<file path="src/flash_pkg.sv">
package flash_pkg;

	// sizes shrunk for simulation
	localparam int FLASH_ADDR_W     = 24;
	localparam int SRAM_ADDR_W      = 18;
	localparam int SRAM_DATA_W      = 16;
	localparam int PAGE_BYTES       = 16;
	localparam int REGION_PAGES     = 4;
	localparam int SPI_CLK_DIV      = 4;
	localparam int FRAME_GAP_CYCLES = 8;
	localparam int SETTLE_CYCLES    = 400;

	// region table, one sector per region
	localparam logic [FLASH_ADDR_W-1:0] PARAM_FLASH_BASE = 24'h0A0000;
	localparam logic [SRAM_ADDR_W-1:0]  PARAM_SRAM_BASE  = 18'h00000;
	localparam logic [FLASH_ADDR_W-1:0] CAL_FLASH_BASE   = 24'h0C0000;
	localparam logic [SRAM_ADDR_W-1:0]  CAL_SRAM_BASE    = 18'h10000;

	typedef enum logic [7:0] {
		OP_PAGE_PROG    = 8'h02,
		OP_READ         = 8'h03,
		OP_WRITE_EN     = 8'h06,
		OP_SECTOR_ERASE = 8'hD8
	} flash_op_e;

	typedef enum logic [3:0] {
		SEQ_BOOT,
		SEQ_IDLE,
		SEQ_WREN_E,
		SEQ_ERASE,
		SEQ_WREN_P,
		SEQ_PROG,
		SEQ_SETTLE,
		SEQ_READ,
		SEQ_DONE
	} seq_state_e;

	typedef enum logic {
		REGION_PARAM,
		REGION_CAL
	} region_e;

	typedef struct packed {
		flash_op_e               op;
		logic [FLASH_ADDR_W-1:0] addr;
		logic [7:0]              len;
	} spi_cmd_t;

	// strobes are active low, cs_en active high
	typedef struct packed {
		logic                   cs_en;
		logic                   wr_n;
		logic                   rd_n;
		logic [SRAM_ADDR_W-1:0] addr;
		logic [SRAM_DATA_W-1:0] wdata;
	} sram_bus_t;

	typedef struct packed {
		logic cs_n;
		logic sclk;
		logic mosi;
	} spi_pins_t;

endpackage

</file>
<file path="src/spi_flash_master.sv">
`timescale 1ns/100ps

module spi_flash_master (
	input  logic                 i_clk_50m,
	input  logic                 i_rst_n,
	input  logic                 i_cmd_start,
	input  flash_pkg::spi_cmd_t  i_cmd,
	output logic                 o_cmd_done,
	output logic                 o_byte_req,
	output logic                 o_rx_valid,
	output logic [7:0]           o_rx_byte,
	input  logic [7:0]           i_tx_byte,
	output flash_pkg::spi_pins_t o_spi,
	input  logic                 i_miso
);
	import flash_pkg::*;

	spi_cmd_t                            r_cmd;
	logic                                r_busy;
	logic                                r_gap_run;
	logic [$clog2(FRAME_GAP_CYCLES)-1:0] r_gap;
	logic [$clog2(SPI_CLK_DIV)-1:0]      r_div;
	logic                                r_sclk;
	logic                                r_cs_n;
	logic [2:0]                          r_bit;
	logic [7:0]                          r_idx;
	logic [7:0]                          r_tx_sh;
	logic [7:0]                          r_rx_sh;
	logic [7:0]                          r_tx_next;
	logic                                w_start;
	logic                                w_tick;
	logic                                w_rise;
	logic                                w_fall;
	logic                                w_end_byte;
	logic [7:0]                          w_hdr;
	logic [7:0]                          w_last;
	logic [7:0]                          w_next_idx;
	logic [7:0]                          w_next_byte;

	// opcode plus three address bytes, write enable has none
	function automatic logic [7:0] hdr_len(input flash_op_e op);
		return (op == OP_WRITE_EN) ? 8'd1 : 8'd4;
	endfunction

	assign w_start    = i_cmd_start && !r_busy && !r_gap_run;
	assign w_tick     = r_busy && (r_div == SPI_CLK_DIV - 1);
	assign w_rise     = w_tick && !r_sclk;
	assign w_fall     = w_tick && r_sclk;
	assign w_end_byte = w_fall && (r_bit == 3'd7);
	assign w_hdr      = hdr_len(r_cmd.op);
	assign w_last     = w_hdr + r_cmd.len - 8'd1;
	assign w_next_idx = r_idx + 8'd1;

	always_comb begin
		if (w_next_idx >= w_hdr)
			w_next_byte = r_tx_next;
		else if (w_next_idx == 8'd1)
			w_next_byte = r_cmd.addr[23:16];
		else if (w_next_idx == 8'd2)
			w_next_byte = r_cmd.addr[15:8];
		else
			w_next_byte = r_cmd.addr[7:0];
	end

	always_ff @(posedge i_clk_50m or negedge i_rst_n) begin
		if (!i_rst_n) begin
			r_busy     <= 1'b0;
			r_gap_run  <= 1'b0;
			r_gap      <= '0;
			r_div      <= '0;
			r_sclk     <= 1'b0;
			r_cs_n     <= 1'b1;
			r_bit      <= '0;
			r_idx      <= '0;
			o_cmd_done <= 1'b0;
			o_byte_req <= 1'b0;
			o_rx_valid <= 1'b0;
		end else begin
			o_cmd_done <= 1'b0;
			o_byte_req <= 1'b0;
			o_rx_valid <= 1'b0;
			if (w_start) begin
				r_busy     <= 1'b1;
				r_cs_n     <= 1'b0;
				r_div      <= '0;
				r_bit      <= '0;
				r_idx      <= '0;
				o_byte_req <= (hdr_len(i_cmd.op) == 8'd1) && (i_cmd.len != 8'd0);
			end else if (r_busy) begin
				r_div <= w_tick ? '0 : r_div + 1'b1;
				if (w_tick)
					r_sclk <= !r_sclk;
				if (w_fall)
					r_bit <= r_bit + 3'd1;
				if (w_end_byte) begin
					if (r_idx == w_last) begin
						r_busy    <= 1'b0;
						r_cs_n    <= 1'b1;
						r_gap_run <= 1'b1;
						r_gap     <= '0;
					end else begin
						r_idx      <= w_next_idx;
						// ask one byte ahead for the following data byte
						o_byte_req <= (w_next_idx + 8'd1 >= w_hdr) && (w_next_idx + 8'd1 <= w_last);
					end
					if (r_cmd.op == OP_READ && r_idx >= w_hdr)
						o_rx_valid <= 1'b1;
				end
			end else if (r_gap_run) begin
				r_gap <= r_gap + 1'b1;
				if (r_gap == FRAME_GAP_CYCLES - 1) begin
					r_gap_run  <= 1'b0;
					o_cmd_done <= 1'b1;
				end
			end
		end
	end

	always_ff @(posedge i_clk_50m) begin
		if (w_start) begin
			r_cmd   <= i_cmd;
			r_tx_sh <= i_cmd.op;
		end else if (w_end_byte) begin
			r_tx_sh <= w_next_byte;
		end else if (w_fall) begin
			r_tx_sh <= {r_tx_sh[6:0], 1'b0};
		end
		// mode 0, sample on rising edge
		if (w_rise)
			r_rx_sh <= {r_rx_sh[6:0], i_miso};
		if (o_byte_req)
			r_tx_next <= i_tx_byte;
		if (w_end_byte)
			o_rx_byte <= r_rx_sh;
	end

	assign o_spi.cs_n = r_cs_n;
	assign o_spi.sclk = r_sclk;
	assign o_spi.mosi = r_tx_sh[7] & ~r_cs_n;

endmodule

</file>
<file path="src/sram_word_bridge.sv">
`timescale 1ns/100ps

module sram_word_bridge (
	input  logic                              i_clk_50m,
	input  logic                              i_rst_n,
	input  logic                              i_load,
	input  logic [flash_pkg::SRAM_ADDR_W-1:0] i_base,
	input  logic                              i_to_sram,
	input  logic                              i_rx_valid,
	input  logic [7:0]                        i_rx_byte,
	input  logic                              i_byte_req,
	output logic [7:0]                        o_tx_byte,
	input  logic [flash_pkg::SRAM_DATA_W-1:0] i_sram_rdata,
	output flash_pkg::sram_bus_t              o_sram,
	input  logic                              i_active
);
	import flash_pkg::*;

	logic [SRAM_ADDR_W-1:0] r_addr;
	logic [SRAM_DATA_W-1:0] r_word;
	// next byte is the low half of r_word
	logic                   r_lo;
	logic                   r_wr_n;
	logic                   r_rd_n;
	logic                   r_rd_cap;

	always_ff @(posedge i_clk_50m or negedge i_rst_n) begin
		if (!i_rst_n) begin
			r_addr   <= '0;
			r_lo     <= 1'b0;
			r_wr_n   <= 1'b1;
			r_rd_n   <= 1'b1;
			r_rd_cap <= 1'b0;
		end else begin
			r_wr_n   <= 1'b1;
			r_rd_n   <= 1'b1;
			r_rd_cap <= !r_rd_n;
			if (i_load) begin
				r_addr <= i_base;
				r_lo   <= 1'b0;
				// prefetch first word when programming
				r_rd_n <= i_to_sram;
			end else begin
				if (!r_wr_n || !r_rd_n)
					r_addr <= r_addr + 1'b1;
				if (i_to_sram && i_rx_valid) begin
					r_lo   <= !r_lo;
					r_wr_n <= !r_lo;
				end else if (!i_to_sram && i_byte_req) begin
					r_lo   <= !r_lo;
					r_rd_n <= !r_lo;
				end
			end
		end
	end

	// shared between packer and prefetch
	always_ff @(posedge i_clk_50m) begin
		if (r_rd_cap) begin
			r_word <= i_sram_rdata;
		end else if (i_to_sram && i_rx_valid) begin
			if (r_lo)
				r_word[7:0] <= i_rx_byte;
			else
				r_word[15:8] <= i_rx_byte;
		end
	end

	assign o_tx_byte    = r_lo ? r_word[7:0] : r_word[15:8];

	assign o_sram.cs_en = i_active;
	assign o_sram.wr_n  = r_wr_n;
	assign o_sram.rd_n  = r_rd_n;
	assign o_sram.addr  = r_addr;
	assign o_sram.wdata = r_word;

endmodule

</file>
<file path="src/flash_copy_sequencer.sv">
`timescale 1ns/100ps

module flash_copy_sequencer (
	input  logic                              i_clk_50m,
	input  logic                              i_rst_n,
	input  logic                              i_param_save,
	input  logic                              i_cal_save,
	output logic                              o_cmd_start,
	output flash_pkg::spi_cmd_t               o_cmd,
	input  logic                              i_cmd_done,
	output logic                              o_load,
	output logic [flash_pkg::SRAM_ADDR_W-1:0] o_base,
	output logic                              o_to_sram,
	output logic                              o_active,
	output logic                              o_read_complete
);
	import flash_pkg::*;

	seq_state_e                       r_state;
	region_e                          r_region;
	logic                             r_boot;
	logic                             r_active;
	logic [$clog2(REGION_PAGES)-1:0]  r_page;
	logic [$clog2(SETTLE_CYCLES)-1:0] r_settle;
	logic                             w_last_page;
	region_e                          w_save_region;

	function automatic logic [FLASH_ADDR_W-1:0] flash_base(input region_e region);
		return (region == REGION_CAL) ? CAL_FLASH_BASE : PARAM_FLASH_BASE;
	endfunction

	function automatic logic [SRAM_ADDR_W-1:0] sram_base(input region_e region);
		return (region == REGION_CAL) ? CAL_SRAM_BASE : PARAM_SRAM_BASE;
	endfunction

	assign w_last_page   = (r_page == REGION_PAGES - 1);
	// param save wins a tie
	assign w_save_region = i_param_save ? REGION_PARAM : REGION_CAL;
	assign o_active      = r_active;

	always_ff @(posedge i_clk_50m or negedge i_rst_n) begin
		if (!i_rst_n) begin
			r_state         <= SEQ_BOOT;
			r_region        <= REGION_PARAM;
			r_boot          <= 1'b1;
			r_active        <= 1'b0;
			r_page          <= '0;
			r_settle        <= '0;
			o_cmd_start     <= 1'b0;
			o_cmd           <= '{op: OP_READ, addr: '0, len: '0};
			o_load          <= 1'b0;
			o_base          <= '0;
			o_to_sram       <= 1'b1;
			o_read_complete <= 1'b0;
		end else begin
			o_cmd_start     <= 1'b0;
			o_load          <= 1'b0;
			o_read_complete <= 1'b0;
			case (r_state)
				// start of a region copy, flash to sram
				SEQ_BOOT: begin
					r_active    <= 1'b1;
					r_page      <= '0;
					o_load      <= 1'b1;
					o_base      <= sram_base(r_region);
					o_to_sram   <= 1'b1;
					o_cmd       <= '{op: OP_READ, addr: flash_base(r_region), len: 8'(PAGE_BYTES)};
					o_cmd_start <= 1'b1;
					r_state     <= SEQ_READ;
				end
				SEQ_IDLE: begin
					if (i_param_save || i_cal_save) begin
						r_region    <= w_save_region;
						r_active    <= 1'b1;
						r_page      <= '0;
						o_load      <= 1'b1;
						o_base      <= sram_base(w_save_region);
						o_to_sram   <= 1'b0;
						o_cmd       <= '{op: OP_WRITE_EN, addr: flash_base(w_save_region), len: 8'd0};
						o_cmd_start <= 1'b1;
						r_state     <= SEQ_WREN_E;
					end
				end
				SEQ_WREN_E: begin
					if (i_cmd_done) begin
						o_cmd.op    <= OP_SECTOR_ERASE;
						o_cmd_start <= 1'b1;
						r_state     <= SEQ_ERASE;
					end
				end
				SEQ_ERASE: begin
					if (i_cmd_done) begin
						o_cmd.op    <= OP_WRITE_EN;
						o_cmd_start <= 1'b1;
						r_state     <= SEQ_WREN_P;
					end
				end
				SEQ_WREN_P: begin
					if (i_cmd_done) begin
						o_cmd.op    <= OP_PAGE_PROG;
						o_cmd.len   <= 8'(PAGE_BYTES);
						o_cmd_start <= 1'b1;
						r_state     <= SEQ_PROG;
					end
				end
				SEQ_PROG: begin
					if (i_cmd_done) begin
						if (w_last_page) begin
							r_settle <= '0;
							r_state  <= SEQ_SETTLE;
						end else begin
							r_page      <= r_page + 1'b1;
							o_cmd.op    <= OP_WRITE_EN;
							o_cmd.addr  <= o_cmd.addr + FLASH_ADDR_W'(PAGE_BYTES);
							o_cmd.len   <= 8'd0;
							o_cmd_start <= 1'b1;
							r_state     <= SEQ_WREN_P;
						end
					end
				end
				SEQ_SETTLE: begin
					r_settle <= r_settle + 1'b1;
					// then reload what was just saved
					if (r_settle == SETTLE_CYCLES - 1)
						r_state <= SEQ_BOOT;
				end
				SEQ_READ: begin
					if (i_cmd_done) begin
						if (!w_last_page) begin
							r_page      <= r_page + 1'b1;
							o_cmd.addr  <= o_cmd.addr + FLASH_ADDR_W'(PAGE_BYTES);
							o_cmd_start <= 1'b1;
						end else if (r_boot && r_region == REGION_PARAM) begin
							r_region <= REGION_CAL;
							r_state  <= SEQ_BOOT;
						end else begin
							r_state <= SEQ_DONE;
						end
					end
				end
				SEQ_DONE: begin
					o_read_complete <= 1'b1;
					r_active        <= 1'b0;
					r_boot          <= 1'b0;
					r_state         <= SEQ_IDLE;
				end
				default: begin
					r_state <= SEQ_IDLE;
				end
			endcase
		end
	end

endmodule

</file>
<file path="src/flash_control.sv">
`timescale 1ns/100ps

module flash_control (
	input  logic                              i_clk_50m,
	input  logic                              i_rst_n,
	input  logic                              i_param_save,
	input  logic                              i_cal_save,
	output logic                              o_flash_cs,
	output logic                              o_flash_sclk,
	output logic                              o_flash_mosi,
	input  logic                              i_flash_miso,
	output flash_pkg::sram_bus_t              o_sram,
	input  logic [flash_pkg::SRAM_DATA_W-1:0] i_sram_rdata,
	output logic                              o_read_complete
);
	import flash_pkg::*;

	spi_cmd_t               w_cmd;
	spi_pins_t              w_spi;
	logic                   w_cmd_start;
	logic                   w_cmd_done;
	logic                   w_byte_req;
	logic                   w_rx_valid;
	logic [7:0]             w_rx_byte;
	logic [7:0]             w_tx_byte;
	logic                   w_load;
	logic [SRAM_ADDR_W-1:0] w_base;
	logic                   w_to_sram;
	logic                   w_active;

	flash_copy_sequencer u_seq (
		.i_clk_50m       (i_clk_50m),
		.i_rst_n         (i_rst_n),
		.i_param_save    (i_param_save),
		.i_cal_save      (i_cal_save),
		.o_cmd_start     (w_cmd_start),
		.o_cmd           (w_cmd),
		.i_cmd_done      (w_cmd_done),
		.o_load          (w_load),
		.o_base          (w_base),
		.o_to_sram       (w_to_sram),
		.o_active        (w_active),
		.o_read_complete (o_read_complete)
	);

	spi_flash_master u_spi (
		.i_clk_50m   (i_clk_50m),
		.i_rst_n     (i_rst_n),
		.i_cmd_start (w_cmd_start),
		.i_cmd       (w_cmd),
		.o_cmd_done  (w_cmd_done),
		.o_byte_req  (w_byte_req),
		.o_rx_valid  (w_rx_valid),
		.o_rx_byte   (w_rx_byte),
		.i_tx_byte   (w_tx_byte),
		.o_spi       (w_spi),
		.i_miso      (i_flash_miso)
	);

	sram_word_bridge u_bridge (
		.i_clk_50m    (i_clk_50m),
		.i_rst_n      (i_rst_n),
		.i_load       (w_load),
		.i_base       (w_base),
		.i_to_sram    (w_to_sram),
		.i_rx_valid   (w_rx_valid),
		.i_rx_byte    (w_rx_byte),
		.i_byte_req   (w_byte_req),
		.o_tx_byte    (w_tx_byte),
		.i_sram_rdata (i_sram_rdata),
		.o_sram       (o_sram),
		.i_active     (w_active)
	);

	// spi clock goes out as a plain pin
	assign o_flash_cs   = w_spi.cs_n;
	assign o_flash_sclk = w_spi.sclk;
	assign o_flash_mosi = w_spi.mosi;

endmodule

</file>
<file path="config.mk">
export PLATFORM = sky130hd
export DESIGN_NAME = flash_control
export DESIGN_NICKNAME = d
export VERILOG_FILES = /design/src/flash_pkg.sv /design/src/spi_flash_master.sv /design/src/sram_word_bridge.sv /design/src/flash_copy_sequencer.sv /design/src/flash_control.sv
export SDC_FILE = /design/constraint.sdc
export NUM_CORES = 1
export LEC_CHECK = 0
export BUFFER_PORTS_ARGS = -buffer_cell sky130_fd_sc_hd__buf_2
export CORE_MARGIN = 2
export CORE_UTILIZATION = 55
export CTS_CLUSTER_SIZE = 8
export DETAILED_ROUTE_END_ITERATION = 10
export GPL_TIMING_DRIVEN = 0
export PLACE_DENSITY_LB_ADDON = 0.15
export RECOVER_POWER = 25
export SYNTH_ARGS = -nofsm -noshare
export SYNTH_HDL_FRONTEND = slang
export SYNTH_SLANG_ARGS = --single-unit
export TNS_END_PERCENT = 1
</file>
<file path="constraint.sdc">
create_clock -name i_clk_50m -period 6.1 [get_ports i_clk_50m]
set_input_delay 0.61 -clock i_clk_50m [delete_from_list [all_inputs] [get_ports i_clk_50m]]
set_output_delay 0.61 -clock i_clk_50m [all_outputs]
set_load 0.1 [all_outputs]
</file>
After elaboration in Yosys (flattened, before gate mapping) --
Index checks and enable logic that the tools add are counted.
Word-level totals: word-level logic and storage cells 269, output and inout port bits 41, input bits 21, register bits after elaboration 213
Operators by class: equality and inequality tests 38, reduce and logical (&&, ||, !) cells 60, add/sub/neg operators 11, bitwise logic cells 4, order comparisons 4, mux-type cells 113
Operators with widths (count):
- $mux 8 | 17
- $mux 40 | 3
- $pmux 24 s4 | 1
- $mux 18 | 3
- $mux 24 | 2
- $pmux 8 s6 | 1
- $mux 1 | 43
- $mux 19 | 2
- $mux 4 | 9
- $pmux 18 s2 | 1
- $mux 17 | 2
- $mux 16 | 2
- $pmux 4 s8 | 1
- $pmux 8 s4 | 1
- $mux 3 | 9
- $add 24x5->24 const B | 1
- $ge 8x8->1 | 3
- $ne 2x1->1 const B | 12
- $reduce_bool 2->1 | 11
- $add 18x1->18 const B | 1
- $mux 9 | 2
- $pmux 9 s2 | 1
- $add 8x1->8 const B | 2
- $eq 4x3->1 const B | 4
- other kinds (41) | 96

Longest topological paths before layout --
Gate-level depths: netlist of run 1.
depth in word-level cells 10, depth in mapped cells 13, mapped depth without buffers 12

Cells and area by module --
Synthesis of run 1 repeated with hierarchy kept, for this count alone.
Second synthesis, totals: cells, all modules 891, area total of the unflattened synthesis 9590.4 um^2
By module, submodules not included:
- spi_flash_master | cells each 393, area an instance 4854.7 um^2, instances 1, sequential area each 2738.9 um^2
- flash_copy_sequencer | cells each 301, area an instance 2758.9 um^2, instances 1, sequential area each 1206.2 um^2
- sram_word_bridge | cells each 197, area an instance 1976.9 um^2, instances 1, sequential area each 1033.5 um^2

Least setup slack after synthesis of run 1 --
No wires, ideal clock.
path kind register -> register, start register u_spi.r_sclk, end register u_spi.r_tx_sh[6], data pin, buffers on the path 1, required time 5.912 ns, cell stages (with the launch flop) 7, arrival 2.456 ns, setup time 0.188 ns, slack 3.456 ns, path through dfrtp_1 > and3_1 > nand2_1 > inv_1 > clkbuf_1 > a21oi_1 > o41ai_1
On the way: cells in the longest elaborated chain, start to end 4
Ends and longest elaborated chain:
- start: declaration | RTL line spi_flash_master.sv:23 | logic r_sclk;
- start signal: assignment | RTL line spi_flash_master.sv:92 | r_sclk <= !r_sclk;
- $logic_and 1x1->1 | RTL line spi_flash_master.sv:48 | assign w_fall = w_tick && r_sclk;
- $logic_and 1x1->1 | RTL line spi_flash_master.sv:49 | assign w_end_byte = w_fall && (r_bit == 3'd7);
- net u_spi.w_end_byte | RTL line spi_flash_master.sv:34 | logic w_end_byte;
- $mux 8 | RTL line spi_flash_master.sv:123 | end else if (w_end_byte) begin
- $mux 8 | RTL line spi_flash_master.sv:120 | if (w_start) begin
- end signal: assignment | RTL line spi_flash_master.sv:122 | r_tx_sh <= i_cmd.op;
- end signal: assignment | RTL line spi_flash_master.sv:124 | r_tx_sh <= w_next_byte;
- end signal: assignment | RTL line spi_flash_master.sv:126 | r_tx_sh <= {r_tx_sh[6:0], 1'b0};
- end: declaration | RTL line spi_flash_master.sv:27 | logic [7:0] r_tx_sh;
The timed path passes the listed nets, and every way through them passes these cells. A chain may end at the register's enable or synchronous reset.

Worst setup path after layout of run 1 --
start register u_spi.r_idx[0], end register u_spi.o_byte_req
On the way: cells in the longest elaborated chain, start to end 8
Ends and longest elaborated chain:
- start: declaration | RTL line spi_flash_master.sv:26 | logic [7:0] r_idx;
- start signal: assignment | RTL line spi_flash_master.sv:102 | r_idx <= w_next_idx;
- $add 8x1->8 | RTL line spi_flash_master.sv:52 | assign w_next_idx = r_idx + 8'd1;
- $add 8x1->8 | RTL line spi_flash_master.sv:104 | o_byte_req <= (w_next_idx + 8'd1 >= w_hdr) && (w_next_idx + 8'd1 <= w_last);
- $ge 8x8->1 or $le 8x8->1 (tied branches) | RTL line spi_flash_master.sv:104
- $logic_and 1x1->1 | RTL line spi_flash_master.sv:104
- $mux 1 * | RTL line spi_flash_master.sv:96 | if (r_idx == w_last) begin
- $mux 1 * | RTL line spi_flash_master.sv:95 | if (w_end_byte) begin
- $mux 1 * | RTL line spi_flash_master.sv:89 | end else if (r_busy) begin
- $mux 1 * | RTL line spi_flash_master.sv:82 | if (w_start) begin
- end signal: assignment | RTL line spi_flash_master.sv:88 | o_byte_req <= (hdr_len(i_cmd.op) == 8'd1) && (i_cmd.len != 8'd0);
- end signal: assignment | RTL line spi_flash_master.sv:104
- end: declaration | RTL line spi_flash_master.sv:9 | output logic o_byte_req,
Every way passes the cells marked *; elsewhere a longest branch is shown, timed or not.

==> impl_metrics.env, run 1 <==
export IMPL_clkTransAtPathRegs_ns=0.08
export IMPL_crit_arrival_ns=3.46
export IMPL_cts_sinks=166
export IMPL_pre_cts_ws_ns=3.04
export IMPL_io_pins=62
export IMPL_wl_met1_um=8040
export IMPL_seqPwrFrac=0.498
export IMPL_slew_viol_final=39
export IMPL_fp_row_count=44
export IMPL_period_share=0.508
export IMPL_yosys_area_share_simple=0.188
export IMPL_die_area_mm2=0.0159
export IMPL_synth_compound_area_share=0.123
export IMPL_antennaDiodeCount=0
export IMPL_synthesis_area_mm2=0.00818
export IMPL_drcViolationCount=0
export IMPL_cp_start_kind="flop"
export IMPL_power_report_internal_total_uw=1750
export IMPL_synth_cell_types=71
export IMPL_setup_viol=0
export IMPL_r2r_slack_ns=3.00
export IMPL_postCtsSetupRepairBufs=0
export IMPL_final_min_clock_period_ns=3.10
export IMPL_critPathCaptureType="flop"
export IMPL_synthToLayoutAreaGrowth_pct=14.9
export IMPL_wl_met2_um=9060
export IMPL_wl_met3_um=770
export IMPL_grt_pass1_wl_um=29700
export IMPL_p_sw_frac=0.249
export IMPL_vias=6191
export IMPL_skew_ns=0.0110
export IMPL_rsz0062_at_grt="false"
export IMPL_dr_pass1_iters=5
export IMPL_die_y_um=126
export IMPL_nNetsFinal=902
export IMPL_fmax_ghz=0.323
export IMPL_worst_setup_path_type="flop to flop"
export IMPL_first_iter_violations=506
export IMPL_synth_cells=775
export IMPL_tightest_slew_ns=2.22
export IMPL_cts_root_buf="clkbuf_16"
export IMPL_synthFlopType="dfrtp_1"
export IMPL_drive_above_1_share=0.153
export IMPL_numCtsBuffers=17
export IMPL_async_flop_share=0.560
export IMPL_grt_ovfl_total=0
export IMPL_cts_tree="yes"
export IMPL_routed_top_layer="met4"
export IMPL_yosys_warnings=0
export IMPL_setup_tns_ns=0
export IMPL_final_cell_mix="96 x nand2_1, 86 x dfrtp_1, 73 x nor2_1, 73 x edfxtp_1, 64 x buf_2"
export IMPL_r2r_end="u_spi.o_byte_req$_DFF_PN0_"
export IMPL_track_usage=0.234
export IMPL_relSlewSlack=-0.477
export IMPL_yosys_area_share_adder=0.0367
export IMPL_vdd_drop_max_mv=0.206
export IMPL_hold_path_class="input pin to flop"
export IMPL_synthMuxAreaShare=0.0277
export IMPL_syn_avg_cell_area_um2=10.6
export IMPL_dp_hpwl_um=12900
export IMPL_fin_ws_ns=3.00
export IMPL_clock_latency_ns=0.43
export IMPL_first_global_vias=6042
export IMPL_r2r_start="u_spi.r_idx[0]$_DFFE_PN0P_"
export IMPL_synth_seq_cells=166
export IMPL_hold_violations=0
export IMPL_synth_seq_area_share=0.554
export IMPL_postRouteWirelength_um=18200
export IMPL_grt_max_degree=56
export IMPL_failed_checks="capacitance limit, slew limit"
export IMPL_place_congestion=0.861
export IMPL_core_area_mm2=0.0145
export IMPL_wl_per_cell_um=17.2
export IMPL_synth_xor_area_share=0.0407
export IMPL_clockBufferDepth=2
export IMPL_die_w_um=126
export IMPL_port_buffers=61
export IMPL_worstSetupStartpoint="u_spi.r_idx[0]$_DFFE_PN0P_"
export IMPL_htreeDepth=4
export IMPL_initial_utilization=0.563
export IMPL_hold_depth=1
export IMPL_grt_antenna_before_repair=0
export IMPL_ctsResizeCount=0
export IMPL_p_switching_uw=578
export IMPL_min_to="u_spi.r_rx_sh[0]$_DFFE_PP_"
export IMPL_worstPathRequired_ns=6.46
export IMPL_ctsHoldBuffers=0
export IMPL_final_antenna_net_count=0
export IMPL_reg2reg_depth=12
export IMPL_synth_edf_count=73
export IMPL_p_clk_frac=0.492
export IMPL_viasPerCell=5.87
export IMPL_hold_start="i_flash_miso"
export IMPL_status="complete, but fails checks"
export IMPL_final_common_cell="nand2_1"
export IMPL_synth_top_family_by_area="simple AND/OR/NAND/NOR gates"
export IMPL_maxCapViolCount=1
export IMPL_p_leak_uw=0.00395
export IMPL_power_density_mw_per_mm2=247
export IMPL_comb_power_share=0.010
export IMPL_cp_max_fo=11
## how the worst max path moves through the flow
stage	end	slack, ns	depth (start not counted)
global route	u_spi.o_byte_req$_DFF_PN0_	2.75	12
CTS	u_spi.o_byte_req$_DFF_PN0_	3.02	12
detailed placement	u_spi.o_byte_req$_DFF_PN0_	3.04	12
floorplan	u_spi.r_tx_sh[6]$_DFFE_PP_	3.46	6
finish	u_spi.o_byte_req$_DFF_PN0_	3.00	12
global placement	u_spi.r_tx_sh[7]$_DFFE_PP_	2.96	7
## registers in the layout (all words and copies together), names as in the netlist, 2 cells and up
name and cells:
u_seq.o_cmd 25, u_spi.r_gap 3, u_seq.r_page 2, u_seq.r_settle 9, u_spi.r_cmd 25, u_seq.r_state 4, u_bridge.r_addr 18, u_spi.r_div 2
u_spi.r_idx 8, u_spi.r_bit 3, u_spi.r_tx_sh 8, u_spi.o_rx_byte 8, u_spi.r_tx_next 8, u_spi.r_rx_sh 8, u_bridge.r_word 16
## cells in the mapped netlist, drive strengths merged (3+ instances only)
master | instances | share of area
a211oi | 3 | 0.0028
a21boi | 4 | 0.0037
a21o | 3 | 0.0028
a21oi | 36 | 0.022
a22o | 7 | 0.0075
a22oi | 4 | 0.0037
a31o | 3 | 0.0032
a31oi | 10 | 0.0076
and2 | 4 | 0.0031
and3 | 15 | 0.011
buf | 9 | 0.0070
clkbuf | 24 | 0.011
dfrtp | 86 | 0.26
dfstp | 7 | 0.022
edfxtp | 73 | 0.27
ha | 24 | 0.037
inv | 26 | 0.012
mux2 | 13 | 0.018
mux2i | 8 | 0.0098
nand2 | 96 | 0.044
nand2b | 23 | 0.019
nand3 | 29 | 0.018
nand4 | 10 | 0.0076
nor2 | 73 | 0.033
nor2b | 6 | 0.0046
nor3 | 13 | 0.0080
nor4 | 5 | 0.0038
nor4b | 3 | 0.0032
o21ai | 44 | 0.027
o22ai | 8 | 0.0061
o31ai | 9 | 0.0083
o41ai | 5 | 0.0076
or2 | 4 | 0.0031
or3 | 15 | 0.012
or4 | 5 | 0.0046
xnor2 | 16 | 0.017
xor2 | 22 | 0.024
## final cells by class
class	instances	area, um^2
inverter	26	97.6
tap	184	230
clock buffer	17	425
fill	1154	5140
sequential	166	4530
buffer	33	149
clock inverter	15	223
timing repair buffer	62	332
multi-input combinational	551	3410
## power by group through the flow
stage	clock [uW]	sequential, uW	combinational (uW)
floorplan	0	1180	1.67
global route	1210	1160	26.7
global placement	0	1180	20.6
detailed placement	0	1180	24.2
finish	1140	1160	23.0
CTS	1160	1160	24.1
## logic make-up after synthesis
logic type	count (synthesis)
fa+ha+maj	24
compound gates	154
buf+inv	59
other cells	1
simple gates	312
flops	166
xor+xnor	38
mux	21
## per-layer routing
layer  global-route usage  vias up
met3               0.0510       27
met4               0.0769        0
met5                    0        -
met2                0.382      178
li1                     -     2962
met1                0.315     3024
## metrics by stage
step / utilization / instances / power [uW] / hold slack [ns] / instance area (um^2)
floorplan: - / 776 / 1180 / 0.314 / 8180
detailed placement: 0.602 / 1022 / 1210 / 0.430 / 8750
global route: 0.646 / 1054 / 2400 / 0.324 / 9400
CTS: 0.647 / 1054 / 2350 / 0.158 / 9400
finish: 0.646 / 1054 / 2320 / 0.348 / 9400
global placement: 0.600 / 1021 / 1200 / 0.403 / 8720
## critical path, stage by stage, from the launching register on
cell	delay, ns
dfrtp_1	0.55
inv_1	0.24
ha_1	0.40
a32o_1	0.29
nand3_1	0.12
xnor2_1	0.20
ha_1	0.29
nand2_1	0.08
o21ai_0	0.07
nor4_1	0.19
a31oi_1	0.07
o311ai_0	0.30
o311a_1	0.23
No activity file was read; power rests on OpenSTA's default activity.
==> inputs of run 2 (changes only) <==
==> constraint.sdc (replaced) <==
create_clock -name i_clk_50m -period 2.9 [get_ports i_clk_50m]
set_input_delay 0.29 -clock i_clk_50m [delete_from_list [all_inputs] [get_ports i_clk_50m]]
set_output_delay 0.29 -clock i_clk_50m [all_outputs]
set_load 0.1 [all_outputs]
==> run 2 against run 1 <==
- the run still ends with capacitance limit, slew limit left
- utilization increased by 0.41 points
- clock skew increased by 0.0017 ns
- sequential share of layout area decreased by 0.29 points
- design area increased by 0.64%
- critical path depth decreased by 1
- maximum frequency increased by 11%
- die area unchanged
- total power increased by 110%
- highest routed layer unchanged
==> impl_metrics.env, run 2 (synthesis results as in run 1) <==
export IMPL_status="complete, but fails checks"
export IMPL_failed_checks="capacitance limit, slew limit"
export IMPL_crit_arrival_ns=3.16
export IMPL_cp_max_fo=10
export IMPL_cts_tree="yes"
export IMPL_clockBufferDepth=2
export IMPL_cts_root_buf="clkbuf_16"
export IMPL_grt_ovfl_total=0
export IMPL_viasPerCell=5.89
export IMPL_drive_above_1_share=0.166
export IMPL_vdd_drop_max_mv=0.431
export IMPL_numCtsBuffers=17
export IMPL_cts_sinks=166
export IMPL_power_density_mw_per_mm2=517
export IMPL_io_pins=62
export IMPL_fin_area_mm2=0.00946
export IMPL_hold_violations=0
export IMPL_initial_utilization=0.563
export IMPL_first_iter_violations=466
export IMPL_seqPwrFrac=0.498
export IMPL_clkTransAtPathRegs_ns=0.08
export IMPL_p_switching_uw=1220
export IMPL_die_y_um=126
export IMPL_setup_viol=0
export IMPL_period_share=0.963
export IMPL_postRouteWirelength_um=18100
export IMPL_dpl_instance_area_mm2=0.00875
export IMPL_rsz0062_at_grt="true"
export IMPL_hold_path_class="input pin to flop"
export IMPL_slew_viol_final=39
export IMPL_port_buffers=61
export IMPL_critPathCaptureType="flop"
export IMPL_skew_ns=0.0127
export IMPL_p_sw_frac=0.249
export IMPL_fill_cells=1150
export IMPL_drcViolationCount=0
export IMPL_vias=6221
export IMPL_synthToLayoutAreaGrowth_pct=15.6
export IMPL_final_common_cell="nand2_1"
export IMPL_fp_row_count=44
export IMPL_cp_start_kind="flop"
export IMPL_die_w_um=126
export IMPL_p_leak_uw=0.00397
export IMPL_final_min_clock_period_ns=2.79
export IMPL_power_report_internal_total_uw=3670
export IMPL_grt_max_degree=56
export IMPL_antennaDiodeCount=0
export IMPL_core_area_mm2=0.0145
export IMPL_power_uw=4890
export IMPL_track_usage=0.235
export IMPL_p_clk_frac=0.492
export IMPL_dr_pass1_iters=5
export IMPL_worst_setup_path_type="flop to flop"
export IMPL_final_antenna_net_count=0
export IMPL_fmax_ghz=0.358
export IMPL_nNetsFinal=904
export IMPL_grt_antenna_before_repair=0
export IMPL_first_global_vias=6050
export IMPL_maxCapViolCount=1
export IMPL_die_area_mm2=0.0159
export IMPL_tightest_slew_ns=2.25
export IMPL_dp_hpwl_um=12900
export IMPL_final_cell_mix="96 x nand2_1, 85 x dfrtp_1, 73 x edfxtp_1"
export IMPL_grt_pass1_wl_um=29800
export IMPL_top_regs="u_seq.o_cmd (25), u_spi.r_cmd (25), u_bridge.r_addr (18)"
export IMPL_place_congestion=0.861
export IMPL_clock_latency_ns=0.43
export IMPL_relSlewSlack=-0.498
export IMPL_htreeDepth=4
export IMPL_comb_power_share=0.010
export IMPL_wl_per_cell_um=17.2
export IMPL_worstPathRequired_ns=3.26
run 2: timing repair:
| item | 4_1_cts | 5_1_grt |
|---|---|---|
| endpoints found under the hold margin | 33 | 0 |
| cloned | 0 | 0 |
| setup buffers | 1 | 0 |
| setup endpoints to repair | 1 | 8 |
| pin swaps | 0 | 1 |
| hold buffers | 1 | 0 |
| gates resized for setup | 6 | 11 |
run 2: worst paths after layout:
| kind | start | endpoint | slack, ns | depth (start not counted) |
|---|---|---|---|---|
| setup / recovery | u_spi.r_idx[2]$_DFFE_PN0P_ | u_spi.o_byte_req$_DFF_PN0_ | 0.11 | 11 |
| max in group asynchronous | i_rst_n | u_seq.r_state[2]$_DFFE_PN0P_ | 0.55 | 2 |
| hold reg to reg | u_spi.r_rx_sh[1]$_DFFE_PP_ | u_spi.r_rx_sh[2]$_DFFE_PP_ | 0.45 | 0 |
| hold / removal | i_flash_miso | u_spi.r_rx_sh[0]$_DFFE_PP_ | 0.03 | 1 |
| min in group asynchronous | i_rst_n | u_spi.r_idx[5]$_DFFE_PN0P_ | 1.05 | 2 |
| setup reg to reg | u_spi.r_idx[2]$_DFFE_PN0P_ | u_spi.o_byte_req$_DFF_PN0_ | 0.11 | 11 |
run 2: final cells by class:
class	instances	area, um^2	share of cell area
Sequential cell	166	4530	0.479
Tap cell	184	230	0.0243
Multi-Input combinational cell	551	3450	0.365
Clock inverter	15	223	0.0236
Buffer	33	154	0.0163
Timing Repair Buffer	64	349	0.0369
Clock buffer	17	425	0.0450
Inverter	26	97.6	0.0103
run 2: critical path: stages (launching register included):
cell,delay (ns)
dfrtp_1,0.44
buf_2,0.26
nand3_1,0.24
nor4b_2,0.32
a31o_2,0.18
o31ai_1,0.09
xnor2_1,0.17
ha_1,0.22
nor4_1,0.28
a31oi_1,0.08
o311ai_1,0.24
o311a_1,0.21
run 2: metal layers:
metal | GRT usage | vias up | wire length, um
met3 | 0.0506 | 33 | 802
met4 | 0.0776 | 0 | 299
li1 | - | 2971 | -
met1 | 0.316 | 3035 | 7990
met2 | 0.383 | 182 | 9050
met5 | 0 | - | 0
run 2: through the flow:
step                setup TNS [ns]  hold WS (ns)  instances  worst slack [ns]   util
global route               -0.0817       0.00416       1056           -0.0817  0.651
floorplan                        0      -0.00559        776             0.256      -
CTS                              0        0.0176       1056            0.0103  0.649
global placement             -3.25         0.403       1021            -0.236  0.600
detailed placement          -0.157         0.303       1022            -0.157  0.602
finish                           0        0.0293       1056             0.107  0.651
run 2: power by group through the flow:
stage | registers, uW | logic [uW] | clock network (uW)
finish | 2440 | 49.6 | 2410
CTS | 2440 | 51.8 | 2450
global placement | 2490 | 43.3 | 0
detailed placement | 2490 | 50.9 | 0
floorplan | 2490 | 3.51 | 0
global route | 2440 | 57.4 | 2550
